File: config.mk
export PLATFORM = sky130hd
export DESIGN_NAME = mips_cpu_bus
export DESIGN_NICKNAME = d
export VERILOG_FILES = /design/src/hw/mips_pkg.sv /design/src/hw/mips_alu.sv /design/src/hw/mips_bus_ctrl.sv /design/src/hw/mips_cpu_bus.sv /design/src/hw/mips_decode.sv /design/src/hw/mips_next_pc.sv /design/src/hw/mips_regfile.sv
export SDC_FILE = /design/constraint.sdc
export NUM_CORES = 2
export LEC_CHECK = 0
export BUFFER_PORTS_ARGS = -buffer_cell sky130_fd_sc_hd__buf_2
export CAP_MARGIN = 0
export CORE_MARGIN = 2
export CORE_UTILIZATION = 25
export CTS_BUF_LIST = sky130_fd_sc_hd__clkbuf_8
export DETAILED_ROUTE_END_ITERATION = 10
export GPL_ROUTABILITY_DRIVEN = 0
export PLACE_DENSITY_LB_ADDON = 0.25
export SLEW_MARGIN = 20
export SYNTH_ARGS = -nofsm -noshare
export SYNTH_HDL_FRONTEND = slang
export SYNTH_HIERARCHICAL = 1
export SYNTH_SLANG_ARGS = --single-unit
File: constraint.sdc
create_clock -name clk -period 6.1 [get_ports clk]
set_input_delay 0.305 -clock clk [delete_from_list [all_inputs] [get_ports clk]]
set_output_delay 0.305 -clock clk [all_outputs]
set_load 0.01 [all_outputs]
File: src/hw/mips_pkg.sv
package mips_pkg;

    // Data, address and instruction word
    typedef logic [31:0] word_t;
    typedef logic [4:0]  reg_idx_t;

    // Primary opcodes of the kept subset
    typedef enum logic [5:0] {
        OP_SPECIAL = 6'h00,
        OP_J       = 6'h02,
        OP_JAL     = 6'h03,
        OP_BEQ     = 6'h04,
        OP_BNE     = 6'h05,
        OP_ADDIU   = 6'h09,
        OP_SLTI    = 6'h0a,
        OP_SLTIU   = 6'h0b,
        OP_ANDI    = 6'h0c,
        OP_ORI     = 6'h0d,
        OP_XORI    = 6'h0e,
        OP_LUI     = 6'h0f,
        OP_LW      = 6'h23,
        OP_SW      = 6'h2b
    } opcode_e;

    // Function codes under OP_SPECIAL
    typedef enum logic [5:0] {
        FN_SLL  = 6'h00,
        FN_SRL  = 6'h02,
        FN_SRA  = 6'h03,
        FN_JR   = 6'h08,
        FN_ADDU = 6'h21,
        FN_SUBU = 6'h23,
        FN_AND  = 6'h24,
        FN_OR   = 6'h25,
        FN_XOR  = 6'h26,
        FN_SLT  = 6'h2a,
        FN_SLTU = 6'h2b
    } funct_e;

    typedef enum logic [3:0] {
        ALU_ADD,
        ALU_SUB,
        ALU_AND,
        ALU_OR,
        ALU_XOR,
        ALU_LUI,
        ALU_SLT,
        ALU_SLTU,
        ALU_SLL,
        ALU_SRL,
        ALU_SRA
    } alu_op_e;

    typedef enum logic [1:0] {
        ST_FETCH,
        ST_EXECUTE,
        ST_MEMORY,
        ST_HALTED
    } cpu_state_e;

    // Everything later stages need from one instruction
    typedef struct packed {
        reg_idx_t rs;
        reg_idx_t rt;
        reg_idx_t rd;        // Final destination, rt or 31 already resolved
        word_t    imm;       // Extended immediate, or jump index for j/jal
        logic [4:0] shamt;
        alu_op_e  alu_op;
        logic     use_imm;   // Second ALU operand is imm
        logic     reg_write;
        logic     is_load;
        logic     is_store;
        logic     is_beq;
        logic     is_bne;
        logic     is_jump;
        logic     is_jr;
        logic     link;      // Write PC+4 instead of ALU result
    } decoded_t;

    // Single write-back port into the register file
    typedef struct packed {
        logic     en;
        reg_idx_t idx;
        word_t    data;
    } reg_wr_t;

endpackage

File: src/hw/mips_alu.sv
`timescale 1ns/1ps

module mips_alu (
    input  mips_pkg::decoded_t dec,
    input  mips_pkg::word_t    rs_data,
    input  mips_pkg::word_t    rt_data,
    output mips_pkg::word_t    result,
    output logic               equal
);
    import mips_pkg::*;

    word_t op_b;
    logic  lt_signed;
    logic  lt_unsigned;

    // Immediate forms, loads and stores use the extended immediate
    assign op_b = dec.use_imm ? dec.imm : rt_data;

    assign lt_signed   = $signed(rs_data) < $signed(op_b);
    assign lt_unsigned = rs_data < op_b;

    always_comb begin
        case (dec.alu_op)
            ALU_ADD:  result = rs_data + op_b;
            ALU_SUB:  result = rs_data - op_b;
            ALU_AND:  result = rs_data & op_b;
            ALU_OR:   result = rs_data | op_b;
            ALU_XOR:  result = rs_data ^ op_b;
            ALU_LUI:  result = {op_b[15:0], 16'h0000};
            ALU_SLT:  result = {31'd0, lt_signed};
            ALU_SLTU: result = {31'd0, lt_unsigned};
            // Shifts act on rt by the shamt field
            ALU_SLL:  result = rt_data << dec.shamt;
            ALU_SRL:  result = rt_data >> dec.shamt;
            ALU_SRA:  result = word_t'($signed(rt_data) >>> dec.shamt);
            default:  result = rs_data + op_b;
        endcase
    end

    // Branch compare always on the two register values
    assign equal = (rs_data == rt_data);

endmodule

File: src/hw/mips_bus_ctrl.sv
`timescale 1ns/1ps

module mips_bus_ctrl (
    input  logic               clk,
    input  logic               rst_n,
    input  logic               waitrequest,
    input  mips_pkg::word_t    readdata,
    input  mips_pkg::decoded_t dec,
    input  mips_pkg::word_t    alu_result,
    input  mips_pkg::word_t    rt_data,
    input  mips_pkg::word_t    pc,
    output mips_pkg::word_t    instr,
    output logic               read,
    output logic               write,
    output mips_pkg::word_t    address,
    output mips_pkg::word_t    writedata,
    output logic [3:0]         byteenable,
    output mips_pkg::reg_wr_t  reg_wr,
    output logic               pc_advance,
    output logic               active
);
    import mips_pkg::*;

    cpu_state_e state_q;
    cpu_state_e state_d;
    logic       read_q;
    logic       read_d;
    logic       write_q;
    logic       write_d;
    logic       active_q;
    logic       fetch_done;
    logic       halt;
    word_t      instr_q;
    word_t      link_addr;

    assign link_addr = pc + 32'd4;
    // jr passes rs through the ALU, zero target stops the core
    assign halt       = dec.is_jr && (alu_result == '0);
    assign fetch_done = (state_q == ST_FETCH) && read_q && !waitrequest;

    always_comb begin
        state_d    = state_q;
        read_d     = read_q;
        write_d    = write_q;
        pc_advance = 1'b0;
        reg_wr     = '0;
        reg_wr.idx = dec.rd;
        case (state_q)
            ST_FETCH: begin
                // First cycle sets up the address, then read is held
                if (!read_q) begin
                    read_d = 1'b1;
                end else if (!waitrequest) begin
                    read_d  = 1'b0;
                    state_d = ST_EXECUTE;
                end
            end
            ST_EXECUTE: begin
                if (dec.is_load || dec.is_store) begin
                    read_d  = dec.is_load;
                    write_d = dec.is_store;
                    state_d = ST_MEMORY;
                end else begin
                    reg_wr.en   = dec.reg_write;
                    reg_wr.data = dec.link ? link_addr : alu_result;
                    pc_advance  = 1'b1;
                    state_d     = halt ? ST_HALTED : ST_FETCH;
                end
            end
            ST_MEMORY: begin
                // Strobe and ALU address stay put while waitrequest is high
                if (!waitrequest) begin
                    read_d      = 1'b0;
                    write_d     = 1'b0;
                    reg_wr.en   = dec.is_load;
                    reg_wr.data = readdata;
                    pc_advance  = 1'b1;
                    state_d     = ST_FETCH;
                end
            end
            default: ;
        endcase
    end

    always_ff @(posedge clk) begin
        if (!rst_n) begin
            state_q  <= ST_FETCH;
            read_q   <= 1'b0;
            write_q  <= 1'b0;
            active_q <= 1'b0;
        end else begin
            state_q  <= state_d;
            read_q   <= read_d;
            write_q  <= write_d;
            active_q <= (state_d != ST_HALTED);
        end
    end

    // Instruction register
    always_ff @(posedge clk) begin
        if (fetch_done) begin
            instr_q <= readdata;
        end
    end

    assign instr      = instr_q;
    assign read       = read_q;
    assign write      = write_q;
    assign address    = (state_q == ST_MEMORY) ? alu_result : pc;
    assign writedata  = rt_data;
    // Word accesses only
    assign byteenable = (read_q || write_q) ? 4'b1111 : 4'b0000;
    assign active     = active_q;

endmodule

File: src/hw/mips_cpu_bus.sv
`timescale 1ns/1ps

module mips_cpu_bus #(
    parameter mips_pkg::word_t RESET_PC = 32'hbfc0_0000
) (
    input  logic            clk,
    input  logic            rst_n,
    output logic            active,
    output mips_pkg::word_t register_v0,
    input  logic            waitrequest,
    input  mips_pkg::word_t readdata,
    output mips_pkg::word_t address,
    output logic            write,
    output logic            read,
    output mips_pkg::word_t writedata,
    output logic [3:0]      byteenable
);
    import mips_pkg::*;

    word_t    instr;
    decoded_t dec;
    word_t    rs_data;
    word_t    rt_data;
    word_t    alu_result;
    logic     equal;
    word_t    pc;
    reg_wr_t  reg_wr;
    logic     pc_advance;

    // Controller owns the bus and the instruction register
    mips_bus_ctrl u_bus_ctrl (
        .clk         (clk),
        .rst_n       (rst_n),
        .waitrequest (waitrequest),
        .readdata    (readdata),
        .dec         (dec),
        .alu_result  (alu_result),
        .rt_data     (rt_data),
        .pc          (pc),
        .instr       (instr),
        .read        (read),
        .write       (write),
        .address     (address),
        .writedata   (writedata),
        .byteenable  (byteenable),
        .reg_wr      (reg_wr),
        .pc_advance  (pc_advance),
        .active      (active)
    );

    mips_decode u_decode (
        .instr (instr),
        .dec   (dec)
    );

    mips_regfile u_regfile (
        .clk     (clk),
        .rst_n   (rst_n),
        .rs_idx  (dec.rs),
        .rt_idx  (dec.rt),
        .reg_wr  (reg_wr),
        .rs_data (rs_data),
        .rt_data (rt_data),
        .v0      (register_v0)
    );

    mips_alu u_alu (
        .dec     (dec),
        .rs_data (rs_data),
        .rt_data (rt_data),
        .result  (alu_result),
        .equal   (equal)
    );

    // Link value is formed in the controller from pc
    mips_next_pc #(
        .RESET_PC (RESET_PC)
    ) u_next_pc (
        .clk      (clk),
        .rst_n    (rst_n),
        .advance  (pc_advance),
        .dec      (dec),
        .equal    (equal),
        .rs_data  (rs_data),
        .pc       (pc),
        .pc_plus4 ()
    );

endmodule

File: src/hw/mips_decode.sv
`timescale 1ns/1ps

module mips_decode (
    input  mips_pkg::word_t    instr,
    output mips_pkg::decoded_t dec
);
    import mips_pkg::*;

    opcode_e opcode;
    funct_e  funct;
    word_t   sign_imm;
    word_t   zero_imm;
    word_t   jump_index;

    assign opcode     = opcode_e'(instr[31:26]);
    assign funct      = funct_e'(instr[5:0]);
    assign sign_imm   = {{16{instr[15]}}, instr[15:0]};
    assign zero_imm   = {16'h0000, instr[15:0]};
    assign jump_index = {6'b000000, instr[25:0]};

    always_comb begin
        // Defaults give a no-op that only advances the PC
        dec        = '0;
        dec.rs     = instr[25:21];
        dec.rt     = instr[20:16];
        dec.rd     = instr[15:11];
        dec.shamt  = instr[10:6];
        dec.imm    = sign_imm;
        dec.alu_op = ALU_ADD;
        case (opcode)
            OP_SPECIAL: begin
                dec.reg_write = 1'b1;
                case (funct)
                    FN_SLL:  dec.alu_op = ALU_SLL;
                    FN_SRL:  dec.alu_op = ALU_SRL;
                    FN_SRA:  dec.alu_op = ALU_SRA;
                    FN_ADDU: dec.alu_op = ALU_ADD;
                    FN_SUBU: dec.alu_op = ALU_SUB;
                    FN_AND:  dec.alu_op = ALU_AND;
                    FN_OR:   dec.alu_op = ALU_OR;
                    FN_XOR:  dec.alu_op = ALU_XOR;
                    FN_SLT:  dec.alu_op = ALU_SLT;
                    FN_SLTU: dec.alu_op = ALU_SLTU;
                    FN_JR: begin
                        // ALU passes rs through so the controller sees the target
                        dec.reg_write = 1'b0;
                        dec.is_jr     = 1'b1;
                        dec.use_imm   = 1'b1;
                        dec.imm       = '0;
                    end
                    default: dec.reg_write = 1'b0;
                endcase
            end
            OP_J: begin
                dec.is_jump = 1'b1;
                dec.imm     = jump_index;
            end
            OP_JAL: begin
                dec.is_jump   = 1'b1;
                dec.link      = 1'b1;
                dec.reg_write = 1'b1;
                dec.rd        = 5'd31;
                dec.imm       = jump_index;
            end
            OP_BEQ: dec.is_beq = 1'b1;
            OP_BNE: dec.is_bne = 1'b1;
            OP_ADDIU, OP_SLTI, OP_SLTIU, OP_ANDI, OP_ORI, OP_XORI, OP_LUI: begin
                dec.reg_write = 1'b1;
                dec.use_imm   = 1'b1;
                dec.rd        = instr[20:16];
                case (opcode)
                    OP_SLTI:  dec.alu_op = ALU_SLT;
                    // sltiu still sign-extends, then compares unsigned
                    OP_SLTIU: dec.alu_op = ALU_SLTU;
                    OP_ANDI:  dec.alu_op = ALU_AND;
                    OP_ORI:   dec.alu_op = ALU_OR;
                    OP_XORI:  dec.alu_op = ALU_XOR;
                    OP_LUI:   dec.alu_op = ALU_LUI;
                    default:  dec.alu_op = ALU_ADD;
                endcase
                // Logic immediates are zero-extended
                if (opcode inside {OP_ANDI, OP_ORI, OP_XORI}) begin
                    dec.imm = zero_imm;
                end
            end
            OP_LW: begin
                dec.is_load   = 1'b1;
                dec.reg_write = 1'b1;
                dec.use_imm   = 1'b1;
                dec.rd        = instr[20:16];
            end
            OP_SW: begin
                dec.is_store = 1'b1;
                dec.use_imm  = 1'b1;
            end
            default: ;
        endcase
    end

endmodule

File: src/hw/mips_next_pc.sv
`timescale 1ns/1ps

module mips_next_pc #(
    parameter mips_pkg::word_t RESET_PC = 32'hbfc0_0000
) (
    input  logic               clk,
    input  logic               rst_n,
    input  logic               advance,
    input  mips_pkg::decoded_t dec,
    input  logic               equal,
    input  mips_pkg::word_t    rs_data,
    output mips_pkg::word_t    pc,
    output mips_pkg::word_t    pc_plus4
);
    import mips_pkg::*;

    word_t pc_q;
    word_t branch_target;
    word_t jump_target;
    logic  take_branch;

    assign pc_plus4 = pc_q + 32'd4;

    // Offset counted in words from the following instruction
    assign branch_target = pc_plus4 + {dec.imm[29:0], 2'b00};
    // Jump stays inside the current 256 MB region
    assign jump_target   = {pc_plus4[31:28], dec.imm[25:0], 2'b00};
    assign take_branch   = (dec.is_beq && equal) || (dec.is_bne && !equal);

    // No delay slot, target taken directly
    always_ff @(posedge clk) begin
        if (!rst_n) begin
            pc_q <= RESET_PC;
        end else if (advance) begin
            if (dec.is_jr) begin
                pc_q <= rs_data;
            end else if (dec.is_jump) begin
                pc_q <= jump_target;
            end else if (take_branch) begin
                pc_q <= branch_target;
            end else begin
                pc_q <= pc_plus4;
            end
        end
    end

    assign pc = pc_q;

endmodule

File: src/hw/mips_regfile.sv
`timescale 1ns/1ps

module mips_regfile (
    input  logic               clk,
    input  logic               rst_n,
    input  mips_pkg::reg_idx_t rs_idx,
    input  mips_pkg::reg_idx_t rt_idx,
    input  mips_pkg::reg_wr_t  reg_wr,
    output mips_pkg::word_t    rs_data,
    output mips_pkg::word_t    rt_data,
    output mips_pkg::word_t    v0
);
    import mips_pkg::*;

    word_t regs [32];

    // Single write port, register zero never written
    always_ff @(posedge clk) begin
        if (!rst_n) begin
            for (int i = 0; i < 32; i++) begin
                regs[i] <= '0;
            end
        end else if (reg_wr.en && (reg_wr.idx != 5'd0)) begin
            regs[reg_wr.idx] <= reg_wr.data;
        end
    end

    // Asynchronous reads
    assign rs_data = regs[rs_idx];
    assign rt_data = regs[rt_idx];

    // Observation tap on $v0
    assign v0 = regs[2];

endmodule

==> results.ini <==
[clocking]
cts_tree=yes
insertion_delay_ns=1.01
cts-root-buf=clkbuf_8
cts.sink_count=1093
cts_made_buffers=201
h-tree-depth=4
clk_pin_slew_ns=0.06
clockBufferDepth=3

[die]
fp-row-count=199
die_area_mm2=0.299
initial_utilization_pct=25.1
die_w_um=547
core_area_mm2=0.294
io-pin-count=138
die_h_um=547

[logic_synthesis]
netlist_area_mm2=0.0737
syn_inst=7088
yosys_warnings=6
synth.avg_cell_area_um2=10.4

[critical_path]
start_kind=register
crit_required_ns=5.79
critPathSlowestCell=edfxtp_1
max_stage_delay_ns=0.48
timing.critical_path.mode_cell=buf_6
crit_family=compound AO/OA/AOI/OAI gates
ff2ff_path_depth=30
worst-setup-path-type=register to primary output
crit_fanout=5
cp.arrival_ns=6.18
cp.depth=28
critPathBufInv=11
critPathCaptureType=primary output

[status]
status=finished, violations left
violations=setup timing

[sta]
slew_viol_final=0
fin_skew_ns=0.0968
hold_viol_final=0
relSlewSlack_pct=22.6
fin_ws_ns=-0.387
rsz0062_at_grt=true
worst_pin_slew_ns=1.16
fmax_mhz=154
setup_viol=24
period_minus_slack_ns=6.49
fin_crit_sh_pct=106

[cells_and_area]
area_delta_synth_final_pct=29.8
drive_above_1_share_pct=27.3
final_cell_mix=mux2i_1 (1071), edfxtp_1 (1056), and2_1 (1016)
num-nets-final=8064
num-fill-cells=29600
final_common_cell=mux2i_1

[pwr]
vdd_ir_drop_max_v=0.000203
p_per_area_mw_per_mm2=242
p_total_w=0.0231
power.leakage_nw=38.3

[global_routing]
antenna_found_initial=24
grt_start_max_net_pins=93
first_global_vias=61700
overflow=0
grt_use_total_pct=21.3
grt_pass1_wl_um=466000

[worst_hold_path]
whs_path_depth=2
hold_class=input port to register

[routing]
firstDrtPassIters=6
routed_wl_um=336000
drt_iter0_drc=6554
drc_errors=0
wl_per_cell_um=28.0
detail-route-antenna-nets=0
via_count=63500
drt-vias-per-instance=5.30

[placement]
hpwl_um=232000
io_buffers=137
post-place-ws_ns=-0.348

[flow_run]
max_cap_viol_count=0

flip-flops by register name, indices dropped and copies added (netlist names):
signal              cells
u_bus_ctrl/write        1
u_bus_ctrl/state_q      2
u_bus_ctrl/active       1
u_regfile/regs       1024
u_bus_ctrl/read         1
u_bus_ctrl/instr       32
u_next_pc/pc           32
power by group:
part | leakage, nW | internal (W) | switching (W) | total (W)
combinational | 25.0 | 0.00316 | 0.00427 | 0.00744
clock | 2.21 | 0.00356 | 0.00348 | 0.00704
sequential | 11.1 | 0.00849 | 0.000165 | 0.00865
total | 38.3 | 0.0152 | 0.00792 | 0.0231
through the flow:
step / cells / setup TNS [ns] / area, µm² / util, % / hold WS [ns]
after floorplan: 7119 / 0 / 73800 / - / 0.404
after global placement: 11300 / -60.55 / 84400 / 28.8 / 0.514
after detailed placement: 11300 / -64.09 / 84400 / 28.8 / 0.513
after CTS: 11900 / -7.79 / 93400 / 31.8 / 0.0209
after global routing: 12000 / -10.77 / 95600 / 32.6 / 0.0664
final: 12000 / -5.88 / 95600 / 32.6 / 0.0844
worst paths after layout:
check	from	to	slack [ns]
worst min-delay path	readdata[4]	u_bus_ctrl/instr[4]	0.08
worst min register to register	u_next_pc/pc[31]	u_next_pc/pc[31]	0.58
worst max-delay path	u_bus_ctrl/instr[17]	address[31]	-0.39
worst max register to register	u_bus_ctrl/instr[31]	u_bus_ctrl/active	0.01
layout make-up:
cell class / count / area [µm²] / area share, %
multi-input combinational: 5183 / 41300 / 43.2
sequential: 1093 / 32500 / 33.9
timing repair buffer: 1265 / 12400 / 13.0
tap: 3919 / 4900 / 5.13
clock buffer: 202 / 2780 / 2.91
clock inverter: 167 / 1110 / 1.16
inverter: 143 / 557 / 0.582
antenna: 15 / 37.5 / 0.0393
metal layers:
metal / part of all wire (%) / up-vias / global-route usage (%)
li1: - / 27700 / -
met1: 42 / 32100 / 28.0
met2: 46 / 3019 / 34.1
met3: 8.1 / 664 / 4.20
met4: 4.7 / 10 / 9.01
met5: 0.020 / - / 0
what timing repair did:
item,4_1_cts,5_1_grt
pin swaps,151,159
gates resized for setup,593,299
endpoints found under the setup margin,520,135
buffers inserted,131,110
gates cloned,30,9
hold buffers,34,0
endpoints found under the hold margin,78,0
Power figures use the tool's default switching activity.
